### src/hw/ahb_settings.svh
// bus widths and slave address map of the AHB fabric, included by RTL and testbench
`ifndef AHB_SETTINGS_SVH
`define AHB_SETTINGS_SVH

`define AHB_ADDR_W      32
`define AHB_DATA_W      32
`define AHB_MASTER_W    4            // hmaster width
`define AHB_NUM_MASTERS 2

// slave regions, base inclusive, base + size exclusive
`define AHB_S0_BASE     32'h0000_0000
`define AHB_S0_SIZE     32'h0001_0000
`define AHB_S1_BASE     32'h1000_0000
`define AHB_S1_SIZE     32'h0001_0000

`endif

### src/hw/ahb_pkg.sv
// bus and FSM state types of the AHB fabric, referenced with scoped names
`default_nettype none

package ahb_pkg;

  typedef enum logic [1:0] {IDLE, BUSY, NONSEQ, SEQ} htrans_e;

  typedef enum logic [1:0] {OKAY, ERROR, RETRY, SPLIT} hresp_e;

  typedef enum logic {ARB_READY, ARB_STAY} arb_state_e;

  typedef enum logic {DS_IDLE, DS_ERROR} dflt_state_e;

  // data-phase source in the response mux
  typedef enum logic [1:0] {SEL_NONE, SEL_S0, SEL_S1, SEL_DFLT} resp_sel_e;

endpackage

`default_nettype wire

### src/hw/ahb_bus_if.sv
// shared address and data phase of the fabric, passed between the internal blocks
`timescale 1ns/1ns
`default_nettype none
`include "ahb_settings.svh"

interface ahb_bus_if;
  logic [`AHB_ADDR_W-1:0] haddr;
  ahb_pkg::htrans_e       htrans;
  logic                   hwrite;
  logic [`AHB_DATA_W-1:0] hwdata;
  logic                   hready;   // shared data-phase ready

  modport source (output haddr, output htrans, output hwrite, output hwdata, input hready);
  modport resp   (output hready);
  modport sink   (input haddr, input htrans, input hwrite, input hwdata, input hready);
endinterface

`default_nettype wire

### src/hw/ahb_arbiter.sv
// fixed-priority bus arbiter with one-round mask, gives grant and the address-phase master
`timescale 1ns/1ns
`default_nettype none
`include "ahb_settings.svh"

module ahb_arbiter (
  input  logic                        HCLK,
  input  logic                        HRESETn,
  input  logic [`AHB_NUM_MASTERS-1:0] busreq,   // bit 0 highest priority
  input  logic                        hready,
  output logic [`AHB_NUM_MASTERS-1:0] grant,
  output logic [`AHB_MASTER_W-1:0]    hmaster
);

  ahb_pkg::arb_state_e         state;
  logic [`AHB_NUM_MASTERS-1:0] mask;       // 1 = skipped this round
  logic [`AHB_NUM_MASTERS-1:0] unmasked;
  logic                        owner;

  // lowest set bit wins
  function automatic logic [`AHB_NUM_MASTERS-1:0] pick(
    input logic [`AHB_NUM_MASTERS-1:0] req
  );
    return req & (-req);
  endfunction

  assign owner    = grant[1];   // one-hot grant of two masters
  assign unmasked = busreq & ~mask;

  // ----------------------------------------------------------------------
  always_ff @(posedge HCLK or negedge HRESETn) begin
    if (!HRESETn) begin
      grant   <= '0;
      hmaster <= '0;
      mask    <= '0;
      state   <= ahb_pkg::ARB_READY;
    end else if (hready) begin
      hmaster <= {{(`AHB_MASTER_W-1){1'b0}}, owner};   // lags grant by one edge
      case (state)
        ahb_pkg::ARB_READY: begin
          if (|busreq) begin
            grant <= pick(busreq);
            mask  <= '0;
            state <= ahb_pkg::ARB_STAY;
          end
        end
        ahb_pkg::ARB_STAY: begin
          if (busreq == '0) begin
            grant <= '0;
            mask  <= '0;
            state <= ahb_pkg::ARB_READY;
          end else if (!busreq[owner]) begin
            if (unmasked == '0) begin
              grant <= pick(busreq);
              mask  <= '0;
            end else begin
              grant       <= pick(unmasked);
              mask[owner] <= 1'b1;   // let the other one in first
            end
          end
        end
      endcase
    end
  end

endmodule

`default_nettype wire

### src/hw/ahb_master_mux.sv
// routes the granted master's address phase and the data-phase master's write data to the bus
`timescale 1ns/1ns
`default_nettype none
`include "ahb_settings.svh"

module ahb_master_mux (
  input  logic                     HCLK,
  input  logic                     HRESETn,
  input  logic [`AHB_MASTER_W-1:0] hmaster,
  input  logic [`AHB_ADDR_W-1:0]   m0_haddr,
  input  logic [1:0]               m0_htrans,
  input  logic                     m0_hwrite,
  input  logic [`AHB_DATA_W-1:0]   m0_hwdata,
  input  logic [`AHB_ADDR_W-1:0]   m1_haddr,
  input  logic [1:0]               m1_htrans,
  input  logic                     m1_hwrite,
  input  logic [`AHB_DATA_W-1:0]   m1_hwdata,
  ahb_bus_if.source                bus
);

  localparam logic [`AHB_MASTER_W-1:0] MST0 = 'd0;
  localparam logic [`AHB_MASTER_W-1:0] MST1 = 'd1;

  logic [`AHB_MASTER_W-1:0] hmaster_dp;   // owner of the data phase

  always_ff @(posedge HCLK or negedge HRESETn) begin
    if (!HRESETn) begin
      hmaster_dp <= '0;
    end else if (bus.hready) begin
      hmaster_dp <= hmaster;
    end
  end

  always_comb begin
    case (hmaster)
      MST0: begin
        bus.haddr  = m0_haddr;
        bus.htrans = ahb_pkg::htrans_e'(m0_htrans);
        bus.hwrite = m0_hwrite;
      end
      MST1: begin
        bus.haddr  = m1_haddr;
        bus.htrans = ahb_pkg::htrans_e'(m1_htrans);
        bus.hwrite = m1_hwrite;
      end
      default: begin
        bus.haddr  = '1;
        bus.htrans = ahb_pkg::IDLE;
        bus.hwrite = 1'b0;
      end
    endcase
  end

  always_comb begin
    case (hmaster_dp)
      MST0:    bus.hwdata = m0_hwdata;
      MST1:    bus.hwdata = m1_hwdata;
      default: bus.hwdata = '0;
    endcase
  end

endmodule

`default_nettype wire

### src/hw/ahb_decoder.sv
// address decoder for the two slave regions, with remap swap and default select
`timescale 1ns/1ns
`default_nettype none
`include "ahb_settings.svh"

module ahb_decoder (
  ahb_bus_if.sink bus,
  input  logic    remap,
  output logic    hsel0,
  output logic    hsel1,
  output logic    hsel_dflt
);

  logic in_r0;
  logic in_r1;

  // an address below the base wraps to a large offset
  assign in_r0 = (bus.haddr - `AHB_S0_BASE) < `AHB_S0_SIZE;
  assign in_r1 = (bus.haddr - `AHB_S1_BASE) < `AHB_S1_SIZE;

  assign hsel0     = remap ? in_r1 : in_r0;   // remap swaps the slaves
  assign hsel1     = remap ? in_r0 : in_r1;
  assign hsel_dflt = ~(in_r0 | in_r1);

endmodule

`default_nettype wire

### src/hw/ahb_response_mux.sv
// registers the data-phase slave select and returns that slave's ready, response and read data
`timescale 1ns/1ns
`default_nettype none
`include "ahb_settings.svh"

module ahb_response_mux (
  input  logic                   HCLK,
  input  logic                   HRESETn,
  input  logic                   hsel0,
  input  logic                   hsel1,
  input  logic                   hsel_dflt,
  input  logic                   s0_hready,
  input  logic [1:0]             s0_hresp,
  input  logic [`AHB_DATA_W-1:0] s0_hrdata,
  input  logic                   s1_hready,
  input  logic [1:0]             s1_hresp,
  input  logic [`AHB_DATA_W-1:0] s1_hrdata,
  input  logic                   dflt_hready,
  input  ahb_pkg::hresp_e        dflt_hresp,
  ahb_bus_if.resp                bus,
  output logic [1:0]             hresp,
  output logic [`AHB_DATA_W-1:0] hrdata
);

  ahb_pkg::resp_sel_e sel;
  ahb_pkg::resp_sel_e sel_next;

  always_comb begin
    if (hsel0)
      sel_next = ahb_pkg::SEL_S0;
    else if (hsel1)
      sel_next = ahb_pkg::SEL_S1;
    else if (hsel_dflt)
      sel_next = ahb_pkg::SEL_DFLT;
    else
      sel_next = ahb_pkg::SEL_NONE;
  end

  always_ff @(posedge HCLK or negedge HRESETn) begin
    if (!HRESETn) begin
      sel <= ahb_pkg::SEL_NONE;
    end else if (bus.hready) begin
      sel <= sel_next;
    end
  end

  always_comb begin
    case (sel)
      ahb_pkg::SEL_S0: begin
        bus.hready = s0_hready;
        hresp      = s0_hresp;
        hrdata     = s0_hrdata;
      end
      ahb_pkg::SEL_S1: begin
        bus.hready = s1_hready;
        hresp      = s1_hresp;
        hrdata     = s1_hrdata;
      end
      ahb_pkg::SEL_DFLT: begin
        bus.hready = dflt_hready;
        hresp      = dflt_hresp;
        hrdata     = '0;   // default slave returns no data
      end
      default: begin
        bus.hready = 1'b1;
        hresp      = ahb_pkg::ERROR;
        hrdata     = '0;
      end
    endcase
  end

endmodule

`default_nettype wire

### src/hw/ahb_default_slave.sv
// default slave answering unmapped NONSEQ or SEQ transfers with a two-cycle ERROR response
`timescale 1ns/1ns
`default_nettype none

module ahb_default_slave (
  input  logic            HCLK,
  input  logic            HRESETn,
  input  logic            hsel,
  ahb_bus_if.sink         bus,
  output logic            hready_out,
  output ahb_pkg::hresp_e hresp
);

  ahb_pkg::dflt_state_e state;
  logic                 active;

  assign active = (bus.htrans == ahb_pkg::NONSEQ) || (bus.htrans == ahb_pkg::SEQ);

  always_ff @(posedge HCLK or negedge HRESETn) begin
    if (!HRESETn) begin
      hready_out <= 1'b1;
      hresp      <= ahb_pkg::OKAY;
      state      <= ahb_pkg::DS_IDLE;
    end else begin
      case (state)
        ahb_pkg::DS_IDLE: begin
          if (hsel && bus.hready && active) begin
            hready_out <= 1'b0;   // first error cycle, wait
            hresp      <= ahb_pkg::ERROR;
            state      <= ahb_pkg::DS_ERROR;
          end else begin
            hready_out <= 1'b1;
            hresp      <= ahb_pkg::OKAY;
          end
        end
        ahb_pkg::DS_ERROR: begin
          hready_out <= 1'b1;   // second error cycle ends it
          hresp      <= ahb_pkg::ERROR;
          state      <= ahb_pkg::DS_IDLE;
        end
      endcase
    end
  end

endmodule

`default_nettype wire

### src/hw/ahb_bus_m2s2.sv
// top of the two-master two-slave AHB fabric, connects arbiter, muxes, decoder and default slave
`timescale 1ns/1ns
`default_nettype none
`include "ahb_settings.svh"

module ahb_bus_m2s2 (
  input  logic                     HCLK,
  input  logic                     HRESETn,
  // ----------------------------------------------------------------------
  input  logic                     m0_busreq,
  input  logic [`AHB_ADDR_W-1:0]   m0_haddr,
  input  logic [1:0]               m0_htrans,
  input  logic                     m0_hwrite,
  input  logic [`AHB_DATA_W-1:0]   m0_hwdata,
  output logic                     m0_hgrant,
  input  logic                     m1_busreq,
  input  logic [`AHB_ADDR_W-1:0]   m1_haddr,
  input  logic [1:0]               m1_htrans,
  input  logic                     m1_hwrite,
  input  logic [`AHB_DATA_W-1:0]   m1_hwdata,
  output logic                     m1_hgrant,
  output logic [`AHB_DATA_W-1:0]   m_hrdata,
  output logic [1:0]               m_hresp,
  output logic                     m_hready,
  // ----------------------------------------------------------------------
  output logic [`AHB_ADDR_W-1:0]   s_haddr,
  output logic [1:0]               s_htrans,
  output logic                     s_hwrite,
  output logic [`AHB_DATA_W-1:0]   s_hwdata,
  output logic                     s_hready,
  output logic [`AHB_MASTER_W-1:0] s_hmaster,
  output logic                     s0_hsel,
  output logic                     s1_hsel,
  input  logic                     s0_hready,
  input  logic [1:0]               s0_hresp,
  input  logic [`AHB_DATA_W-1:0]   s0_hrdata,
  input  logic                     s1_hready,
  input  logic [1:0]               s1_hresp,
  input  logic [`AHB_DATA_W-1:0]   s1_hrdata,
  input  logic                     remap
);

  ahb_bus_if bus ();

  logic [`AHB_NUM_MASTERS-1:0] grant;
  logic [`AHB_MASTER_W-1:0]    hmaster;
  logic                        hsel0;
  logic                        hsel1;
  logic                        hsel_dflt;
  logic                        dflt_hready;
  ahb_pkg::hresp_e             dflt_hresp;

  assign {m1_hgrant, m0_hgrant} = grant;
  assign s_hmaster = hmaster;
  assign s0_hsel   = hsel0;
  assign s1_hsel   = hsel1;
  assign s_haddr   = bus.haddr;
  assign s_htrans  = bus.htrans;
  assign s_hwrite  = bus.hwrite;
  assign s_hwdata  = bus.hwdata;
  assign s_hready  = bus.hready;
  assign m_hready  = bus.hready;

  ahb_arbiter u_arbiter (
    .HCLK    (HCLK),
    .HRESETn (HRESETn),
    .busreq  ({m1_busreq, m0_busreq}),
    .hready  (bus.hready),
    .grant   (grant),
    .hmaster (hmaster)
  );

  ahb_master_mux u_master_mux (
    .HCLK      (HCLK),
    .HRESETn   (HRESETn),
    .hmaster   (hmaster),
    .m0_haddr  (m0_haddr),
    .m0_htrans (m0_htrans),
    .m0_hwrite (m0_hwrite),
    .m0_hwdata (m0_hwdata),
    .m1_haddr  (m1_haddr),
    .m1_htrans (m1_htrans),
    .m1_hwrite (m1_hwrite),
    .m1_hwdata (m1_hwdata),
    .bus       (bus.source)
  );

  ahb_decoder u_decoder (
    .bus       (bus.sink),
    .remap     (remap),
    .hsel0     (hsel0),
    .hsel1     (hsel1),
    .hsel_dflt (hsel_dflt)
  );

  ahb_response_mux u_response_mux (
    .HCLK        (HCLK),
    .HRESETn     (HRESETn),
    .hsel0       (hsel0),
    .hsel1       (hsel1),
    .hsel_dflt   (hsel_dflt),
    .s0_hready   (s0_hready),
    .s0_hresp    (s0_hresp),
    .s0_hrdata   (s0_hrdata),
    .s1_hready   (s1_hready),
    .s1_hresp    (s1_hresp),
    .s1_hrdata   (s1_hrdata),
    .dflt_hready (dflt_hready),
    .dflt_hresp  (dflt_hresp),
    .bus         (bus.resp),
    .hresp       (m_hresp),
    .hrdata      (m_hrdata)
  );

  ahb_default_slave u_default_slave (
    .HCLK       (HCLK),
    .HRESETn    (HRESETn),
    .hsel       (hsel_dflt),
    .bus        (bus.sink),
    .hready_out (dflt_hready),
    .hresp      (dflt_hresp)
  );

endmodule

`default_nettype wire

### config.mk
export PLATFORM = sky130hd
export DESIGN_NAME = ahb_bus_m2s2
export DESIGN_NICKNAME = d
export VERILOG_FILES = /design/src/hw/ahb_pkg.sv /design/src/hw/ahb_bus_if.sv /design/src/hw/ahb_arbiter.sv /design/src/hw/ahb_master_mux.sv /design/src/hw/ahb_decoder.sv /design/src/hw/ahb_response_mux.sv /design/src/hw/ahb_default_slave.sv /design/src/hw/ahb_bus_m2s2.sv
export VERILOG_INCLUDE_DIRS = /design/src /design/src/hw
export SDC_FILE = /design/constraint.sdc
export NUM_CORES = 1
export LEC_CHECK = 0
export BUFFER_PORTS_ARGS = -buffer_cell sky130_fd_sc_hd__buf_4
export CORE_AREA = 2 2 123 125
export CTS_CLUSTER_DIAMETER = 150
export DETAILED_ROUTE_END_ITERATION = 8
export DIE_AREA = 0 0 125 127
export PLACE_DENSITY = 0.44
export SYNTH_ARGS = -nofsm -noshare
export SYNTH_HDL_FRONTEND = slang
export SYNTH_HIERARCHICAL = 1
export SYNTH_SLANG_ARGS = --single-unit
### constraint.sdc
create_clock -name HCLK -period 4.6 [get_ports HCLK]
set_input_delay 0.69 -clock HCLK [delete_from_list [all_inputs] [get_ports HCLK]]
set_output_delay 0.69 -clock HCLK [all_outputs]
set_load 0.02 [all_outputs]
# After elaboration in Yosys (flattened, before gate mapping)
# Cells that the tools add are included.
# totals
register_bits	13
inputBits	209
out_inout_bits	111
elab_cells	77
# classes
add_sub_neg	3
n_lt_le_gt_ge	4
eq_ne	7
mux	35
bitwise	9
n_reduce_logical	10
# op_table
op	n
$pmux W32 S2	3
$lt A32 B17 Y1 const B	2
$sub A32 B29 Y32 const B	1
$mux W2	11
$pmux W2 S2	4
$mux W1	10
$eq A2 B2 Y1 const B	4
$logic_not A4 Y1	2
$pmux W1 S2	4
$and A2 B2 Y2	3
$pmux W2 S3	1
$logic_not A2 Y1	2
$neg A2 Y2	2
$logic_and A1 B1 Y1	3
$ne A3 B3 Y1 const B	1
$not A1 Y1	3
$pmux W1 S3	1
$reduce_and A3 Y1	1
$eq A2 B1 Y1 const B	1
$lt A1 B2 Y1 const B	1
$ne A2 B1 Y1 const B	1
$not A2 Y2	1
$or A2 B2 Y2	1
$reduce_or A2 Y1	1
other kinds (4)	4

# Depth between registers and ports, before layout
# depth
ltp_word	10
mapped_depth	10
depth_no_buf	8

# Hierarchy
# The synthesis kept the hierarchy.
# modules_own_cells
module	n_inst	cells_per_inst	area_each_um2	seq_area_each_um2
ahb_master_mux	1	160	1199.9	100.1
ahb_response_mux	1	96	701.9	50.0
ahb_arbiter	1	32	350.3	150.1
ahb_default_slave	1	8	115.1	76.3
ahb_decoder	1	8	67.6	0.0
ahb_bus_m2s2	1	1	7.5	0.0

# Least setup slack after synthesis
# OpenSTA, ideal clock, no wires.
# synth_timing
kind	register to output
start	register u_arbiter.hmaster[0]
end	output port s1_hsel
t_arrival_ns	2.245
required_time_ns	3.910
path_slack_ns	1.665
path_stages_with_launch	8
path_buffers	2
cell_sequence	dfrtp_1 buf_2 buf_4 mux2i_1 nand2_1 nor4_2 nand4_1 nor2b_1
# synth_between
elab_chain_cells	5
word_cells_on_any_way	6
cone_classes	1 x add/sub; 2 x order compare; 2 x mux; 1 x reduce/logical
# synth_rtl
item	line	rtl
from (decl)	ahb_arbiter.sv:12	output logic [`AHB_MASTER_W-1:0] hmaster
from (signal assigned)	ahb_arbiter.sv:38	hmaster <= {{(`AHB_MASTER_W-1){1'b0}}, owner};
$logic_not A4 Y1	ahb_master_mux.sv:35	case (hmaster)
$pmux W32 S2 *	ahb_master_mux.sv:35	
named net s_haddr[29]	ahb_bus_m2s2.sv:26	output logic [`AHB_ADDR_W-1:0] s_haddr,
$sub A32 B29 Y32 (no source line)	n/a	
$lt A32 B17 Y1 (no source line)	n/a	
$mux W1 *	ahb_decoder.sv:22	assign hsel1 = remap ? in_r0 : in_r1;
to (decl)	ahb_bus_m2s2.sv:33	output logic s1_hsel,
# Mark *: on every way through the listed nets, which the timed path passes. The rest lies on a longest branch.

# Worst setup path in the final report
# layout_timing
start	register u_arbiter.hmaster[0]
end	output port s1_hsel
# layout_between
elab_chain_cells	5
word_cells_on_any_way	6
cone_classes	1 x add/sub; 2 x order compare; 2 x mux; 1 x reduce/logical
# layout_rtl
item	line
$logic_not A4 Y1	ahb_master_mux.sv:35
$pmux W32 S2 *	ahb_master_mux.sv:35
$sub A32 B29 Y32 (no source line)	n/a
$lt A32 B17 Y1 (no source line)	n/a
$mux W1 *	ahb_decoder.sv:22
# Mark *: on every way between the ends. The rest lies on a longest branch, timed or not.

==> results summary <==
STA classifies the critical path endpoint as an output pin. The deepest clock path buffer count is 2. The arrival time at the worst endpoint is roughly 2.6 ns. The boundary pin count is 320.

The TritonCTS clock tree is built. The initial antenna violation count came to 0. The storage element area is between 300 and 400 um^2.

The layout-stage area growth over the synthesis result is 103%. Setup repair after global routing left no endpoint under its margin. The peak supply drop came out at ~0.00011 V. CTS built an H-tree with a depth of 1.

The distinct cell type count of the synthesized netlist came out at 35. The final routed wire length divided by cell count is 15.3 um. The total die area is 0.0159 mm^2. The average via count per standard cell came out at 4.31. The relative contribution of the clock network to total power is 0.199.

The pin count of the biggest net entering global routing is 34. The worst register-to-register path ends at u_response_mux/sel[0]$_DFFE_PN0P_. After floorplanning, the core was divided into 44 placement rows. The detailed router placed 3371 vias in this run. The insertion delay to the later sink of the worst-skew pair is 0.24 ns.

The run finished with clean final reports. The total of buffers placed on input and output ports is 316. The path class of the tightest hold or removal check is input pin to async pin.

The biggest fanout along the worst timing path is 30. The overall die height came out at 127 um. The first-pass detailed-route iteration total is 4. STA classifies the critical path startpoint as a flop.

The final net count is approximately 810. Of the total power, the share spent switching nets is 0.350. For this configuration, the core starts out at a cell density of 0.169. The die is 125 um wide. The count of endpoints failing hold in the final timing report came to 0. The count of final setup violators came out at 0. The diode insertion count for antenna repair came out at 0.

The gate count after technology mapping is 305. The timing startpoint of the critical path is u_arbiter/hmaster[0]$_DFFE_PN0P_. The most critical setup path has its endpoint at s1_hsel. The number of max-slew violations in the final report came out at 0. Derived from the worst setup path, the maximum achievable clock frequency is 301 MHz. The share of the yosys chip area belonging to registers came out at 0.154.

The global-route congestion overflow total came out at 0. The share of total power dissipated in combinational logic is 0.530. The analysis attributes to cell leakage a power of 0.00237 uW. The total detailed-routing wirelength is between 10000 and 15000 um. The share of post-route cells with drive strength above 1 is 0.571. The time the worst path needs with I/O delays and setup is about 3.3 ns.

Setup slack on the worst reg-to-reg path comes out at 1.89 ns. The internal power summed over all cells came out at 547 uW. The global routing usage summed across all routing layers is 0.137.

The netlist area before placement came out at 0.00244 mm^2. Counting cells, the worst reg-to-reg path comes to 8. The period utilization is 0.722. The residual antenna-violating net count after detailed routing is 0. After routing, the total negative slack on setup checks comes to 0 ns. The count of clock tree sinks is 15.

At the worst endpoint, the required time is 3.91 ns. The register share of total power came out at 0.271. In this run the power density over the cells is roughly 170 mW/mm^2. The tree is rooted in a sky130_fd_sc_hd__clkbuf_16. By area the synthesized netlist is led by sky130_fd_sc_hd__mux2i_1, sky130_fd_sc_hd__dfrtp_1, sky130_fd_sc_hd__a22oi_1. Averaged over all synthesized cells, the footprint is 8.01 um^2.

The initial detailed-routing violation count is 91. The core footprint is 0.0144 mm^2. Summing all multi-input logic gate instances after layout gives ~0.0018 mm^2. By startpoint and endpoint, the worst setup path is classified as flop to output pin. The CTS clock-pin slew for the worst setup and hold paths came out at 0.05 ns. The total net switching power came out at 294 uW. The remaining max-slew budget at the tightest pin came out at 0.244. The slew at the pin closest to its max-slew limit is 1.13 ns. The TritonCTS buffer count is 3. The synthesis warning total came out at 6. The number of global-route vias before repair is 3469. The placer's final routability congestion estimate is 0.825. The total of hold buffers inserted after clock tree synthesis came out at 0. Across the routed clock network, the largest skew measured is 0.00139 ns. The first-pass GRT wire length came out at 17900 um. The detailed-placement wirelength estimate is roughly 10000 um.

The post-cts gate resize count is 0. The design draws 841 uW. The number of setup buffers added after CTS is 0.

The number of DRC violations after detailed routing came out at 0. The layout has 1545 filler cells. The fraction of synthesized cell area taken by the top area cell type came out at 0.295. The count of state elements after synthesis came out at 15.

The worst register-to-register path begins at u_arbiter/hmaster[0]$_DFFE_PN0P_. The number of maximum-capacitance constraint violations is 0. sky130_fd_sc_hd__mux2i_1 takes more of the synthesized area than any other cell.
## power by group through the flow
stage          sequential [uW]  clock, uW  combinational (uW)
2_1_floorplan              171          0                 289
3_3_place_gp               229          0                 443
3_5_place_dp               231          0                 449
4_1_cts                    229        172                 450
5_1_grt                    235        177                 479
6_report                   228        167                 446
## final cells by class
| class | count | share of cell area |
|---|---|---|
| inverter | 7 | 0.00531 |
| multi-input combinational | 254 | 0.372 |
| clock buffer | 4 | 0.0159 |
| timing repair buffer | 319 | 0.484 |
| tap | 184 | 0.0465 |
| sequential | 15 | 0.0766 |
## placed cells by master (no fill, tap or decap), types with 2 or more instances in the layout
cell type / count
sky130_fd_sc_hd__buf_4: 319
sky130_fd_sc_hd__mux2i_1: 72
sky130_fd_sc_hd__nor2_1: 39
sky130_fd_sc_hd__nor2b_1: 35
sky130_fd_sc_hd__nand2_1: 33
sky130_fd_sc_hd__a22oi_1: 33
sky130_fd_sc_hd__dfrtp_1: 12
sky130_fd_sc_hd__inv_1: 7
sky130_fd_sc_hd__mux2_2: 5
sky130_fd_sc_hd__a21oi_1: 4
sky130_fd_sc_hd__conb_1: 4
sky130_fd_sc_hd__ha_1: 4
sky130_fd_sc_hd__clkbuf_16: 3
sky130_fd_sc_hd__nor4_2: 3
sky130_fd_sc_hd__o211ai_1: 2
sky130_fd_sc_hd__mux2_4: 2
sky130_fd_sc_hd__and4b_1: 2
sky130_fd_sc_hd__dfrtp_2: 2
sky130_fd_sc_hd__or3_1: 2
## sequential cells by signal, indices dropped and copies added, names as in the netlist
name / cells
u_arbiter/hmaster: 1
u_response_mux/sel: 2
u_default_slave/hready_out: 1
u_default_slave/hresp: 1
u_master_mux/hmaster_dp: 4
u_arbiter/mask: 2
u_arbiter/grant: 2
u_default_slave/state: 1
u_arbiter/state: 1
## worst min path at each step
stage / endpoint / slack, ns
2_1_floorplan: u_arbiter/grant[0]$_DFFE_PN0P_ / 0.39
3_3_place_gp: u_default_slave/hresp[0]$_DFF_PN0_ / 0.47
3_5_place_dp: u_default_slave/hresp[0]$_DFF_PN0_ / 0.47
4_1_cts: u_arbiter/grant[0]$_DFFE_PN0P_ / 0.30
5_1_grt: u_arbiter/mask[1]$_DFFE_PN0P_ / 0.31
6_report: u_arbiter/mask[1]$_DFFE_PN0P_ / 0.29
## Yosys cell counts
library cell                n
sky130_fd_sc_hd__buf_4      8
sky130_fd_sc_hd__o31ai_2    1
sky130_fd_sc_hd__dfrtp_1   14
sky130_fd_sc_hd__a31o_2     1
sky130_fd_sc_hd__ha_1       4
sky130_fd_sc_hd__mux2_4     2
sky130_fd_sc_hd__buf_6      6
sky130_fd_sc_hd__nand2_1   33
sky130_fd_sc_hd__a22oi_2    1
sky130_fd_sc_hd__nand4_1    1
sky130_fd_sc_hd__mux2i_1   72
sky130_fd_sc_hd__a21oi_1    4
sky130_fd_sc_hd__nand4b_1   1
sky130_fd_sc_hd__inv_1      7
sky130_fd_sc_hd__conb_1     2
sky130_fd_sc_hd__a21oi_4    1
sky130_fd_sc_hd__clkbuf_1   3
sky130_fd_sc_hd__a222oi_1   1
sky130_fd_sc_hd__nor2b_1   35
sky130_fd_sc_hd__buf_2     14
sky130_fd_sc_hd__o21bai_1   1
sky130_fd_sc_hd__nor3_1     1
sky130_fd_sc_hd__nor2_1    39
sky130_fd_sc_hd__and4b_1    2
sky130_fd_sc_hd__o211ai_1   2
sky130_fd_sc_hd__a22oi_1   33
sky130_fd_sc_hd__nor3_2     1
sky130_fd_sc_hd__nor4_2     3
sky130_fd_sc_hd__or3_1      2
sky130_fd_sc_hd__nand2_2    1
sky130_fd_sc_hd__o21ai_0    1
sky130_fd_sc_hd__xor2_1     1
sky130_fd_sc_hd__nor2_2     1
sky130_fd_sc_hd__dfstp_2    1
sky130_fd_sc_hd__mux2_2     5
## layer usage
layer,part of all wire,up-vias,GRT usage
met5,0,-,0
met4,0.0055,0,0.0196
met3,0.091,5,0.0327
met2,0.55,193,0.282
met1,0.36,1519,0.143
li1,-,1654,-
## critical path: stages, from the launching register on
cell,delay (ns)
sky130_fd_sc_hd__dfrtp_2,0.92
sky130_fd_sc_hd__mux2i_1,0.26
sky130_fd_sc_hd__nand2_1,0.09
sky130_fd_sc_hd__nor3_1,0.32
sky130_fd_sc_hd__nand4_1,0.32
sky130_fd_sc_hd__nor2b_1,0.28
sky130_fd_sc_hd__buf_4,0.18
## cell families (layout without fill, tap and decap cells)
kind of cell               count (synthesis)  count (layout)  synth area share
buffers and inverters                     38             330            0.0963
xor gates and xnor gates                   1               1           0.00359
DFF                                       15              15             0.154
and+or+nand+nor                          120             120             0.246
other                                      2               4           0.00307
muxes                                     79              79             0.330
AOI/OAI and AO/OA                         46              46             0.145
adders and majority gates                  4               4            0.0205
## per-stage QoR
stage / area, um^2 / hold slack (ns) / util / setup WS (ns) / instances
after detailed placement: 4870 / 0.471 / 0.338 / 1.49 / 779
after global placement: 4870 / 0.473 / 0.338 / 1.48 / 779
final: 4950 / 0.292 / 0.343 / 1.28 / 783
after global routing: 4950 / 0.305 / 0.343 / 1.11 / 783
after CTS: 4950 / 0.300 / 0.343 / 1.20 / 783
after floorplan: 2450 / 0.394 / - / 1.66 / 307
(Power assumes the default switching activity.)
